$ cat config.mk
export PLATFORM = sky130hd
export DESIGN_NAME = merge_engine
export DESIGN_NICKNAME = d
export VERILOG_FILES = /design/src/merge_engine_pkg.sv /design/src/merge_config_decode.sv /design/src/merge_engine.sv /design/src/merge_field_execute.sv /design/src/merge_result_fifo.sv
export SDC_FILE = /design/constraint.sdc
export NUM_CORES = 1
export LEC_CHECK = 0
export BUFFER_PORTS_ARGS = -buffer_cell sky130_fd_sc_hd__buf_4
export CELL_PAD_IN_SITES_DETAIL_PLACEMENT = 2
export CELL_PAD_IN_SITES_GLOBAL_PLACEMENT = 2
export CORE_UTILIZATION = 46
export CTS_CLUSTER_SIZE = 30
export DETAILED_ROUTE_END_ITERATION = 6
export GPL_ROUTABILITY_DRIVEN = 1
export PLACE_DENSITY_LB_ADDON = 0.3
export SYNTH_ARGS = -nofsm -noshare
export SYNTH_HDL_FRONTEND = slang
export SYNTH_SLANG_ARGS = --single-unit
$ cat constraint.sdc
create_clock -name ap_clk -period 7.6 [get_ports ap_clk]
set_input_delay 0 -clock ap_clk [delete_from_list [all_inputs] [get_ports ap_clk]]
set_output_delay 0 -clock ap_clk [all_outputs]
set_load 0.01 [all_outputs]
$ cat src/merge_engine_pkg.sv
// merge engine shared definitions
`default_nettype none

package merge_engine_pkg;

    // ------------------------------------------------------------
    // packet geometry
    // ------------------------------------------------------------
    // fields per packet word
    localparam int NUM_FIELDS = 4;
    // bits per field
    localparam int FIELD_W = 8;
    // response and packet word width
    localparam int WORD_W = NUM_FIELDS * FIELD_W;
    // response offset width
    localparam int OFFSET_W = 8;

    // ------------------------------------------------------------
    // configuration sequence
    // ------------------------------------------------------------
    // words in one configuration sequence
    localparam int CFG_SEQ_LEN = 16;
    // first offset of this lane's window
    localparam int CFG_SEQ_MIN = 32;
    // one past the last offset of the window
    localparam int CFG_SEQ_MAX = CFG_SEQ_MIN + CFG_SEQ_LEN;
    // merge mask and merge type, one bit per field
    localparam int CFG_MASK_W = NUM_FIELDS;
    // ops mask, one bit per (output field, input field) pair
    localparam int CFG_OPS_W = NUM_FIELDS * NUM_FIELDS;

    // ------------------------------------------------------------
    // result queue
    // ------------------------------------------------------------
    localparam int FIFO_DEPTH = 16;
    localparam int FIFO_PTR_W = $clog2(FIFO_DEPTH);
    // occupancy at which prog_full rises
    localparam int PROG_THRESH = 8;

    // ------------------------------------------------------------
    // response / packet word
    // ------------------------------------------------------------
    // same 32 bits seen as a field packet or as a configuration word.
    // mask sits in the low bits, ops is the low 16 bits as {ops_hi, mask}
    typedef union packed {
        logic [NUM_FIELDS-1:0][FIELD_W-1:0] fields;
        struct packed {
            logic [WORD_W-CFG_OPS_W-1:0]     unused;
            logic [CFG_OPS_W-CFG_MASK_W-1:0] ops_hi;
            logic [CFG_MASK_W-1:0]           mask;
        } cfg;
    } merge_word_u;

endpackage : merge_engine_pkg

`default_nettype wire

$ cat src/merge_config_decode.sv
// merge configuration decode
`timescale 1ns/1ps
`default_nettype none

module merge_config_decode
    import merge_engine_pkg::*;
(
    input  wire logic                  ap_clk,
    input  wire logic                  areset_fifo,
    input  wire logic                  response_valid,
    input  wire logic [OFFSET_W-1:0]   response_offset,
    input  wire merge_word_u           response_data,
    output logic      [CFG_MASK_W-1:0] cfg_merge_mask,
    output logic      [CFG_MASK_W-1:0] cfg_merge_type,
    output logic      [CFG_OPS_W-1:0]  cfg_ops_mask,
    output logic                       config_ready
);

    // registered response
    logic                  resp_valid_reg;
    logic [OFFSET_W-1:0]   resp_offset_reg;
    merge_word_u           resp_data_reg;

    // one-hot sequence position, all zero while idle
    logic [CFG_SEQ_LEN-1:0] seq_pos;
    logic [CFG_SEQ_LEN-1:0] seq_pos_next;

    logic in_window;
    logic accept;
    logic seq_idle;
    logic seq_done;
    logic seq_start;
    logic seq_advance;

    // shadow copy, filled word by word
    logic [CFG_MASK_W-1:0] shadow_merge_mask;
    logic [CFG_MASK_W-1:0] shadow_merge_type;
    logic [CFG_OPS_W-1:0]  shadow_ops_mask;

    // ------------------------------------------------------------
    // input register
    // ------------------------------------------------------------
    always_ff @(posedge ap_clk) begin
        if (areset_fifo) begin
            resp_valid_reg <= 1'b0;
        end else begin
            resp_valid_reg <= response_valid;
        end
    end

    always_ff @(posedge ap_clk) begin
        resp_offset_reg <= response_offset;
        resp_data_reg   <= response_data;
    end

    // ------------------------------------------------------------
    // window filter and position tracking
    // ------------------------------------------------------------
    assign in_window = (resp_offset_reg >= CFG_SEQ_MIN) && (resp_offset_reg < CFG_SEQ_MAX);
    assign accept    = resp_valid_reg & in_window;
    assign seq_idle  = ~|seq_pos;
    assign seq_done  = seq_pos[CFG_SEQ_LEN-1];

    // a new sequence may open right on the completing cycle
    assign seq_start   = accept & (resp_offset_reg == CFG_SEQ_MIN) & (seq_idle | seq_done);
    // in-order assumption, offset of a later word is not checked
    assign seq_advance = accept & ~seq_idle & ~seq_done;

    always_comb begin
        seq_pos_next = seq_pos;
        if (seq_start) begin
            seq_pos_next = CFG_SEQ_LEN'(1);
        end else if (seq_done) begin
            seq_pos_next = '0;
        end else if (seq_advance) begin
            seq_pos_next = seq_pos << 1;
        end
    end

    always_ff @(posedge ap_clk) begin
        if (areset_fifo) begin
            seq_pos <= '0;
        end else begin
            seq_pos <= seq_pos_next;
        end
    end

    // capture by the position the word lands on, reserved words fall through
    always_ff @(posedge ap_clk) begin
        if (seq_start) begin
            shadow_merge_mask <= resp_data_reg.cfg.mask;
        end else if (seq_advance && seq_pos_next[1]) begin
            shadow_merge_type <= resp_data_reg.cfg.mask;
        end else if (seq_advance && seq_pos_next[2]) begin
            shadow_ops_mask <= {resp_data_reg.cfg.ops_hi, resp_data_reg.cfg.mask};
        end
    end

    // ------------------------------------------------------------
    // apply on completion
    // ------------------------------------------------------------
    always_ff @(posedge ap_clk) begin
        if (areset_fifo) begin
            cfg_merge_mask <= '0;
            cfg_merge_type <= '0;
            cfg_ops_mask   <= '0;
            config_ready   <= 1'b0;
        end else begin
            if (seq_done) begin
                cfg_merge_mask <= shadow_merge_mask;
                cfg_merge_type <= shadow_merge_type;
                cfg_ops_mask   <= shadow_ops_mask;
            end
            if (seq_start) begin
                config_ready <= 1'b0;
            end else if (seq_done) begin
                config_ready <= 1'b1;
            end
        end
    end

endmodule : merge_config_decode

`default_nettype wire

$ cat src/merge_engine.sv
// merge engine top level
`timescale 1ns/1ps
`default_nettype none

module merge_engine
    import merge_engine_pkg::*;
(
    input  wire logic                ap_clk,
    input  wire logic                areset_fifo,
    input  wire logic                response_valid,
    input  wire logic [OFFSET_W-1:0] response_offset,
    input  wire logic [WORD_W-1:0]   response_data,
    input  wire logic                packet_valid,
    input  wire logic [WORD_W-1:0]   packet_data,
    input  wire logic                result_rd_en,
    output logic                     result_valid,
    output logic      [WORD_W-1:0]   result_data,
    output logic                     result_empty,
    output logic                     result_prog_full,
    output logic                     config_ready,
    output logic                     setup
);

    // decode to execute
    logic [CFG_MASK_W-1:0] cfg_merge_mask;
    logic [CFG_MASK_W-1:0] cfg_merge_type;
    logic [CFG_OPS_W-1:0]  cfg_ops_mask;

    // execute to result
    logic        push;
    merge_word_u push_data;

    // ------------------------------------------------------------
    // setup level, high in reset and one cycle after
    // ------------------------------------------------------------
    always_ff @(posedge ap_clk) begin
        if (areset_fifo) begin
            setup <= 1'b1;
        end else begin
            setup <= 1'b0;
        end
    end

    merge_config_decode u_decode (
        .ap_clk          (ap_clk),
        .areset_fifo     (areset_fifo),
        .response_valid  (response_valid),
        .response_offset (response_offset),
        .response_data   (response_data),
        .cfg_merge_mask  (cfg_merge_mask),
        .cfg_merge_type  (cfg_merge_type),
        .cfg_ops_mask    (cfg_ops_mask),
        .config_ready    (config_ready)
    );

    merge_field_execute u_execute (
        .ap_clk         (ap_clk),
        .areset_fifo    (areset_fifo),
        .packet_valid   (packet_valid),
        .packet_data    (packet_data),
        .cfg_merge_mask (cfg_merge_mask),
        .cfg_merge_type (cfg_merge_type),
        .cfg_ops_mask   (cfg_ops_mask),
        .push           (push),
        .push_data      (push_data)
    );

    merge_result_fifo u_result (
        .ap_clk           (ap_clk),
        .areset_fifo      (areset_fifo),
        .push             (push),
        .push_data        (push_data),
        .result_rd_en     (result_rd_en),
        .result_valid     (result_valid),
        .result_data      (result_data),
        .result_empty     (result_empty),
        .result_prog_full (result_prog_full)
    );

endmodule : merge_engine

`default_nettype wire

$ cat src/merge_field_execute.sv
// field merge pipeline
`timescale 1ns/1ps
`default_nettype none

module merge_field_execute
    import merge_engine_pkg::*;
(
    input  wire logic                  ap_clk,
    input  wire logic                  areset_fifo,
    input  wire logic                  packet_valid,
    input  wire merge_word_u           packet_data,
    input  wire logic [CFG_MASK_W-1:0] cfg_merge_mask,
    input  wire logic [CFG_MASK_W-1:0] cfg_merge_type,
    input  wire logic [CFG_OPS_W-1:0]  cfg_ops_mask,
    output logic                       push,
    output merge_word_u                push_data
);

    // stage 1 state
    logic                                s1_valid;
    merge_word_u                         s1_packet;
    // s1_select[i][j] set when input field j feeds output field i
    logic [NUM_FIELDS-1:0][NUM_FIELDS-1:0] s1_select;
    logic [CFG_MASK_W-1:0]               s1_type;

    // stage 2 combinational result
    merge_word_u merged;

    // ------------------------------------------------------------
    // stage 1, register packet and selection
    // ------------------------------------------------------------
    always_ff @(posedge ap_clk) begin
        if (areset_fifo) begin
            s1_valid <= 1'b0;
        end else begin
            s1_valid <= packet_valid;
        end
    end

    // config is sampled here so in-flight packets keep their setting
    always_ff @(posedge ap_clk) begin
        s1_packet <= packet_data;
        s1_type   <= cfg_merge_type;
        for (int i = 0; i < NUM_FIELDS; i++) begin
            for (int j = 0; j < NUM_FIELDS; j++) begin
                s1_select[i][j] <= cfg_merge_mask[j] & cfg_ops_mask[i*NUM_FIELDS+j];
            end
        end
    end

    // ------------------------------------------------------------
    // stage 2, reduce by sum or max
    // ------------------------------------------------------------
    always_comb begin
        logic [FIELD_W-1:0] sum_acc;
        logic [FIELD_W-1:0] max_acc;
        merged = '0;
        for (int i = 0; i < NUM_FIELDS; i++) begin
            sum_acc = '0;
            max_acc = '0;
            for (int j = 0; j < NUM_FIELDS; j++) begin
                if (s1_select[i][j]) begin
                    // wraps modulo 256
                    sum_acc = sum_acc + s1_packet.fields[j];
                    if (s1_packet.fields[j] > max_acc) begin
                        max_acc = s1_packet.fields[j];
                    end
                end
            end
            // empty selection leaves both at zero
            merged.fields[i] = s1_type[i] ? max_acc : sum_acc;
        end
    end

    always_ff @(posedge ap_clk) begin
        if (areset_fifo) begin
            push <= 1'b0;
        end else begin
            push <= s1_valid;
        end
    end

    always_ff @(posedge ap_clk) begin
        push_data <= merged;
    end

endmodule : merge_field_execute

`default_nettype wire

$ cat src/merge_result_fifo.sv
// merge result queue
`timescale 1ns/1ps
`default_nettype none

module merge_result_fifo
    import merge_engine_pkg::*;
(
    input  wire logic              ap_clk,
    input  wire logic              areset_fifo,
    input  wire logic              push,
    input  wire merge_word_u       push_data,
    input  wire logic              result_rd_en,
    output logic                   result_valid,
    output logic      [WORD_W-1:0] result_data,
    output logic                   result_empty,
    output logic                   result_prog_full
);

    logic [WORD_W-1:0] mem [FIFO_DEPTH];

    logic [FIFO_PTR_W-1:0] wr_ptr;
    logic [FIFO_PTR_W-1:0] rd_ptr;
    // one extra bit so a full queue is distinct from empty
    logic [FIFO_PTR_W:0]   count;

    logic full;
    logic do_push;
    logic do_pop;

    // ------------------------------------------------------------
    // status
    // ------------------------------------------------------------
    assign full             = (count == FIFO_DEPTH);
    assign result_empty     = (count == '0);
    assign result_prog_full = (count >= PROG_THRESH);

    // push while full is lost, read while empty is ignored
    assign do_push = push & ~full;
    assign do_pop  = result_rd_en & ~result_empty;

    // ------------------------------------------------------------
    // pointers and occupancy
    // ------------------------------------------------------------
    always_ff @(posedge ap_clk) begin
        if (areset_fifo) begin
            wr_ptr <= '0;
            rd_ptr <= '0;
            count  <= '0;
        end else begin
            if (do_push) begin
                wr_ptr <= wr_ptr + 1'b1;
            end
            if (do_pop) begin
                rd_ptr <= rd_ptr + 1'b1;
            end
            case ({do_push, do_pop})
                2'b10:   count <= count + 1'b1;
                2'b01:   count <= count - 1'b1;
                default: count <= count;
            endcase
        end
    end

    // ------------------------------------------------------------
    // storage and registered read port
    // ------------------------------------------------------------
    always_ff @(posedge ap_clk) begin
        if (do_push) begin
            mem[wr_ptr] <= push_data;
        end
    end

    always_ff @(posedge ap_clk) begin
        if (areset_fifo) begin
            result_valid <= 1'b0;
        end else begin
            result_valid <= do_pop;
        end
    end

    always_ff @(posedge ap_clk) begin
        if (do_pop) begin
            result_data <= mem[rd_ptr];
        end
    end

endmodule : merge_result_fifo

`default_nettype wire
### Yosys cells after proc, flatten, opt, wreduce, memory -nomap -nowiden

Memory sizes are Yosys's and may differ from the RTL's. A register that Yosys moved wholly into a read port is not among the register bits.
Index checks and enable logic that the tools add are counted.

* $add $sub $neg: 16
* bitwise gates (word level): 30
* reductions and logical operators: 13
* equal/unequal tests: 4
* multiplexer cells: 56
* $lt $le $gt $ge: 16
* $mul: 0
* shift operators: 0
* div/mod/pow operators: 0

Operators with widths (count)
* 8-bit two-way mux: 49
* 8-bit adder: 12
* 8-bit greater-than comparator: 12
* 1-bit AND: 23
* 16-bit OR reduction: 1
* 5-bit case mux with 2 select lines: 1
* 3-bit two-way mux: 3
* 4-bit by 1-bit adder with 4-bit output, second input constant: 2
* 8-bit by 6-bit == test with 1-bit output, second input constant: 1
* 8-bit by 6-bit greater-or-equal comparator with 1-bit output, second input constant: 1
* 8-bit by 1-bit greater-than comparator with 1-bit output, second input constant: 1
* 8-bit by 6-bit < comparator with 1-bit output, second input constant: 1
* 1-bit inverter: 6
* 5-bit by 1-bit adder with 5-bit output, second input constant: 1
* 5-bit == test, second input constant: 1
* 5-bit by 4-bit greater-or-equal comparator with 1-bit output, second input constant: 1
* 5-bit zero test: 1
* 5-bit by 1-bit subtractor with 5-bit output, second input constant: 1
* 4-bit OR reduction: 1
* 1-bit logical AND: 3
* 1-bit two-way mux: 3
* 3-bit AND reduction: 1
* 3-bit nonzero test: 1
* 3-bit OR reduction: 1
* other kinds (7): 7

* logic and storage cells: 164
* latch bits: 0
* bits of input ports: 77
* ROM bits: 0
* output and inout bits: 37
* flip-flop bits (word level): 191
* memories kept: 1
* RAM bits: 512

Memory list
* u_result.mem: words 16, bits a word 32, rd ports 1, clocked after Yosys merged registers in 1, wr ports 1, RTL line merge_result_fifo.sv:19 `logic [WORD_W-1:0] mem [FIFO_DEPTH];`

### Longest topological paths before layout

* depth after elaboration: 13
* gate-level depth with buffers: 30
* depth with buffers taken out: 26

### Hierarchy

Synthesis repeated with hierarchy kept, for this count alone.

* cell total of the unflattened synthesis: 2357
* area, all modules: 33842.5 µm²

By module, submodules not included
* merge_result_fifo: area an instance 20963.9 µm², times used 1, cells each 923, sequential area each 16615.9 µm²
* merge_field_execute: area an instance 10005.8 µm², times used 1, cells each 1218, sequential area each 1721.7 µm²
* merge_config_decode: area an instance 2852.7 µm², times used 1, cells each 215, sequential area each 2042.0 µm²
* merge_engine: area an instance 20.0 µm², times used 1, cells each 1, sequential area each 20.0 µm²

### Least setup slack after synthesis

Ideal clock, no wire load.

* kind: flip-flop to flip-flop
* from: reg u_execute.s1_select[4] (netlist bit)
* to: reg u_execute.push_data[15] (netlist bit)
* setup slack: 2043 ps
* cell stages (with the launch flop): 29
* arrival time: 5461 ps
* setup time: 96 ps
* clock period less this slack: 5557 ps
* required time: 7504 ps
* path through: dfxtp_1 -> clkbuf_1 -> and2_1 -> inv_1 -> ha_1 -> nand4_1 -> or3b_1 -> a21o_1 -> and2_1 -> buf_2 -> mux2_2 -> inv_1 -> ha_1 -> and4_1 -> nand3_1 -> o311ai_0 -> a31oi_1 -> or4_1 -> buf_4 -> mux2_1 -> ha_1 -> o21ai_0 -> nand2b_1 -> a21oi_1 -> o21ai_0 -> o211ai_1 -> and2_1 -> buf_1 -> a221oi_1

RTL lines
* start, declared: RTL line merge_field_execute.sv:23 `logic [NUM_FIELDS-1:0][NUM_FIELDS-1:0] s1_select;`
* start signal, assigned by index: RTL line merge_field_execute.sv:46 `s1_select[i][j] <= cfg_merge_mask[j] & cfg_ops_mask[i*NUM_FIELDS+j];`
* end signal, assigned: RTL line merge_field_execute.sv:84 `push_data <= merged;`
* end, declared: RTL line merge_field_execute.sv:16 `output merge_word_u push_data`

==> impl_metrics.json <==
{
  "fin_setup_tns_ns": 0,
  "fin_crit_sh": 0.9549,
  "synth-seq-cells": 735,
  "die_h_um": 272.8,
  "fp-row-count": 98,
  "drt_iter0_drc": 2285,
  "routed_via_density": 6.581,
  "whs_ns": -0.01100,
  "wl_per_cell_um": 37.82,
  "setup.worst_path.end_class": "register",
  "die_x_um": 272.8,
  "fillCellCount": 6321,
  "largest_reg_flops": 512,
  "hold_viol_final": 2,
  "crit_path_start_kind": "register",
  "dp_hpwl_um": 75400,
  "stdcell_count": 3542,
  "layout_common_cells": "edfxtp_1, ha_1, dfxtp_1, mux4_2, nor2_1",
  "status": "finished, violations left",
  "finalClockSkew_ns": 0.03822,
  "clk_path_buf_depth": 3,
  "drive_gt1_frac": 0.1983,
  "post_cts_buffers": 0,
  "diodes": 0,
  "drt_first_pass_iters": 5,
  "clockRootBuffer": "clkbuf_16",
  "violations": "hold timing",
  "antenna_left": 0,
  "hold_path.class": "in -> reg",
  "finalMaxSlewViolations": 0,
  "final_nets": 2802,
  "top_register": "u_result.mem",
  "final_common_cell": "edfxtp_1",
  "cts_tree": "done",
  "ys_seq_area_frac": 0.6046,
  "grt_pass1_vias": 25688,
  "area_growth_pct": 17.78,
  "io_buffers": 97,
  "coreArea_sq_um": 71980,
  "pin_count": 114,
  "p_per_area_nw_per_um2": 249.8,
  "place_area_sq_um": 35780,
  "grt_pass1_wl_um": 191400,
  "power_mw": 9.928,
  "fin_area_sq_um": 39740,
  "vias": 23309,
  "slowest_delay_ns": 0.68,
  "grt_remaining_overflow": 0,
  "crit_arrival_ns": 7.74,
  "grtUsageMet2": 0.6219,
  "worstMarginPinSlew_ns": 1.065,
  "critical_path_buf_inv_count": 2,
  "setup_violations": 0,
  "clock_latency_ns": 0.68,
  "grt_setup_unrepaired": "false",
  "power_leakage_nw": 14.55,
  "initial_core_util": 0.4687,
  "use_met1": 0.4470,
  "dieArea_sq_um": 74430,
  "place_inst": 3286,
  "detailedPlace.worstSlack_ns": 0.6305,
  "path_delay_family": "simple AND/OR/NAND/NOR gates",
  "final_util": 0.5521,
  "clkSinkCount": 735,
  "synth_warnings": 0,
  "synthFlopType": "edfxtp_1",
  "use_met3": 0.05430,
  "crit_slowest_cell": "a221oi_1",
  "fmax_ghz": 0.1378,
  "synth_nets": 2559,
  "avgSynthCellArea_sq_um": 14.80,
  "finalWorstSetupSlack_ns": 0.3429,
  "max_cap_violations": 0,
  "drcViolationCount": 0,
  "critPathMaxFanout": 9,
  "busiest_layer": "met2",
  "synth_edf_count": 568,
  "cts_max_level": 3,
  "worstSetupPathType": "reg -> reg",
  "grt_usage": 0.3632,
  "clk_pin_slew_ns": 0.07,
  "reg2reg_slack_ns": 0.34,
  "numCtsBuffers": 81,
  "syn_inst": 2280,
  "min_period_ns": 7.257,
  "slew_headroom": 0.2890,
  "netlist_area_sq_um": 33740,
  "worstPathRequired_ns": 8.08,
  "grt_max_degree": 110,
  "antenna_found_initial": 3,
  "wirelength_um": 133900,
  "ys_types": 73,
  "place_congestion": 0.8493,
  "async_flop_share": 0,
  "max-vdd-ir-drop_uv": 173.3
}
where the power goes:
group,switching (mW),total (mW),internal [mW]
combinational,0.515,0.977,0.462
sequential,0.108,4.51,4.40
clock,1.88,4.44,2.56
total,2.51,9.93,7.42
what timing repair did:
action	4_1_cts	5_1_grt
setup endpoints to repair	0	3
resized for setup	0	2
hold endpoints to repair	99	0
hold buffers	104	0
cell usage after synthesis (18+ instances only):
cell type,count,area [sq um]
o211ai_1,21,157.7
inv_1,108,405.4
a21o_1,32,240.2
edfxtp_1,568,17060
ha_1,189,2365
mux4_2,160,3603
nand3_1,27,135.1
nor2b_1,20,125.1
nand4_1,18,112.6
a211oi_1,18,135.1
and2_1,50,312.8
nor2_1,156,585.6
mux2i_1,63,630.6
a21oi_1,101,505.5
buf_1,21,78.83
nand2_1,115,431.7
xor2_1,23,201.4
o21ai_0,64,320.3
xnor2_1,41,359.1
mux2_2,31,349.1
dfxtp_1,167,3343
nor3_1,18,90.09
clkbuf_1,53,198.9
layout make-up:
| cell class | instances | area [sq um] | area share |
|---|---|---|---|
| clock inverter | 30 | 424.2 | 0.01067 |
| tap | 950 | 1189 | 0.02991 |
| clock buffer | 122 | 2486 | 0.06256 |
| timing repair buffer | 241 | 2082 | 0.05239 |
| sequential | 735 | 20410 | 0.5136 |
| inverter | 113 | 424.2 | 0.01067 |
| multi-input combinational | 1351 | 12720 | 0.3202 |
worst paths after layout:
kind / start / to / depth (start not counted)
min reg2reg: u_decode.resp_data_reg[7] / u_decode.shadow_ops_mask[7] / 0
max reg2reg: u_execute.s1_select[4] / u_execute.push_data[13] / 25
min: packet_data[26] / u_execute.s1_packet[26] / 2
max: u_execute.s1_select[4] / u_execute.push_data[13] / 25
kinds of logic (layout without fill, tap and decap cells):
family | after synthesis | after routing | synth area share
flip-flops | 735 | 735 | 0.6046
AND/OR/NAND/NOR | 457 | 457 | 0.06423
AO/OA/AOI/OAI | 355 | 355 | 0.07065
multiplexers | 270 | 270 | 0.1421
adder cells (fa/ha/maj) | 202 | 202 | 0.07780
buffers and inverters | 194 | 506 | 0.02199
XOR/XNOR | 67 | 67 | 0.01862
per-layer routing:
metal | routed length (um) | part of all wire
met1 | 50340 | 0.38
met5 | 0 | 0
met4 | 7326 | 0.055
met2 | 66860 | 0.50
met3 | 9413 | 0.070
Note: power is estimated with default switching activity, not from simulation.
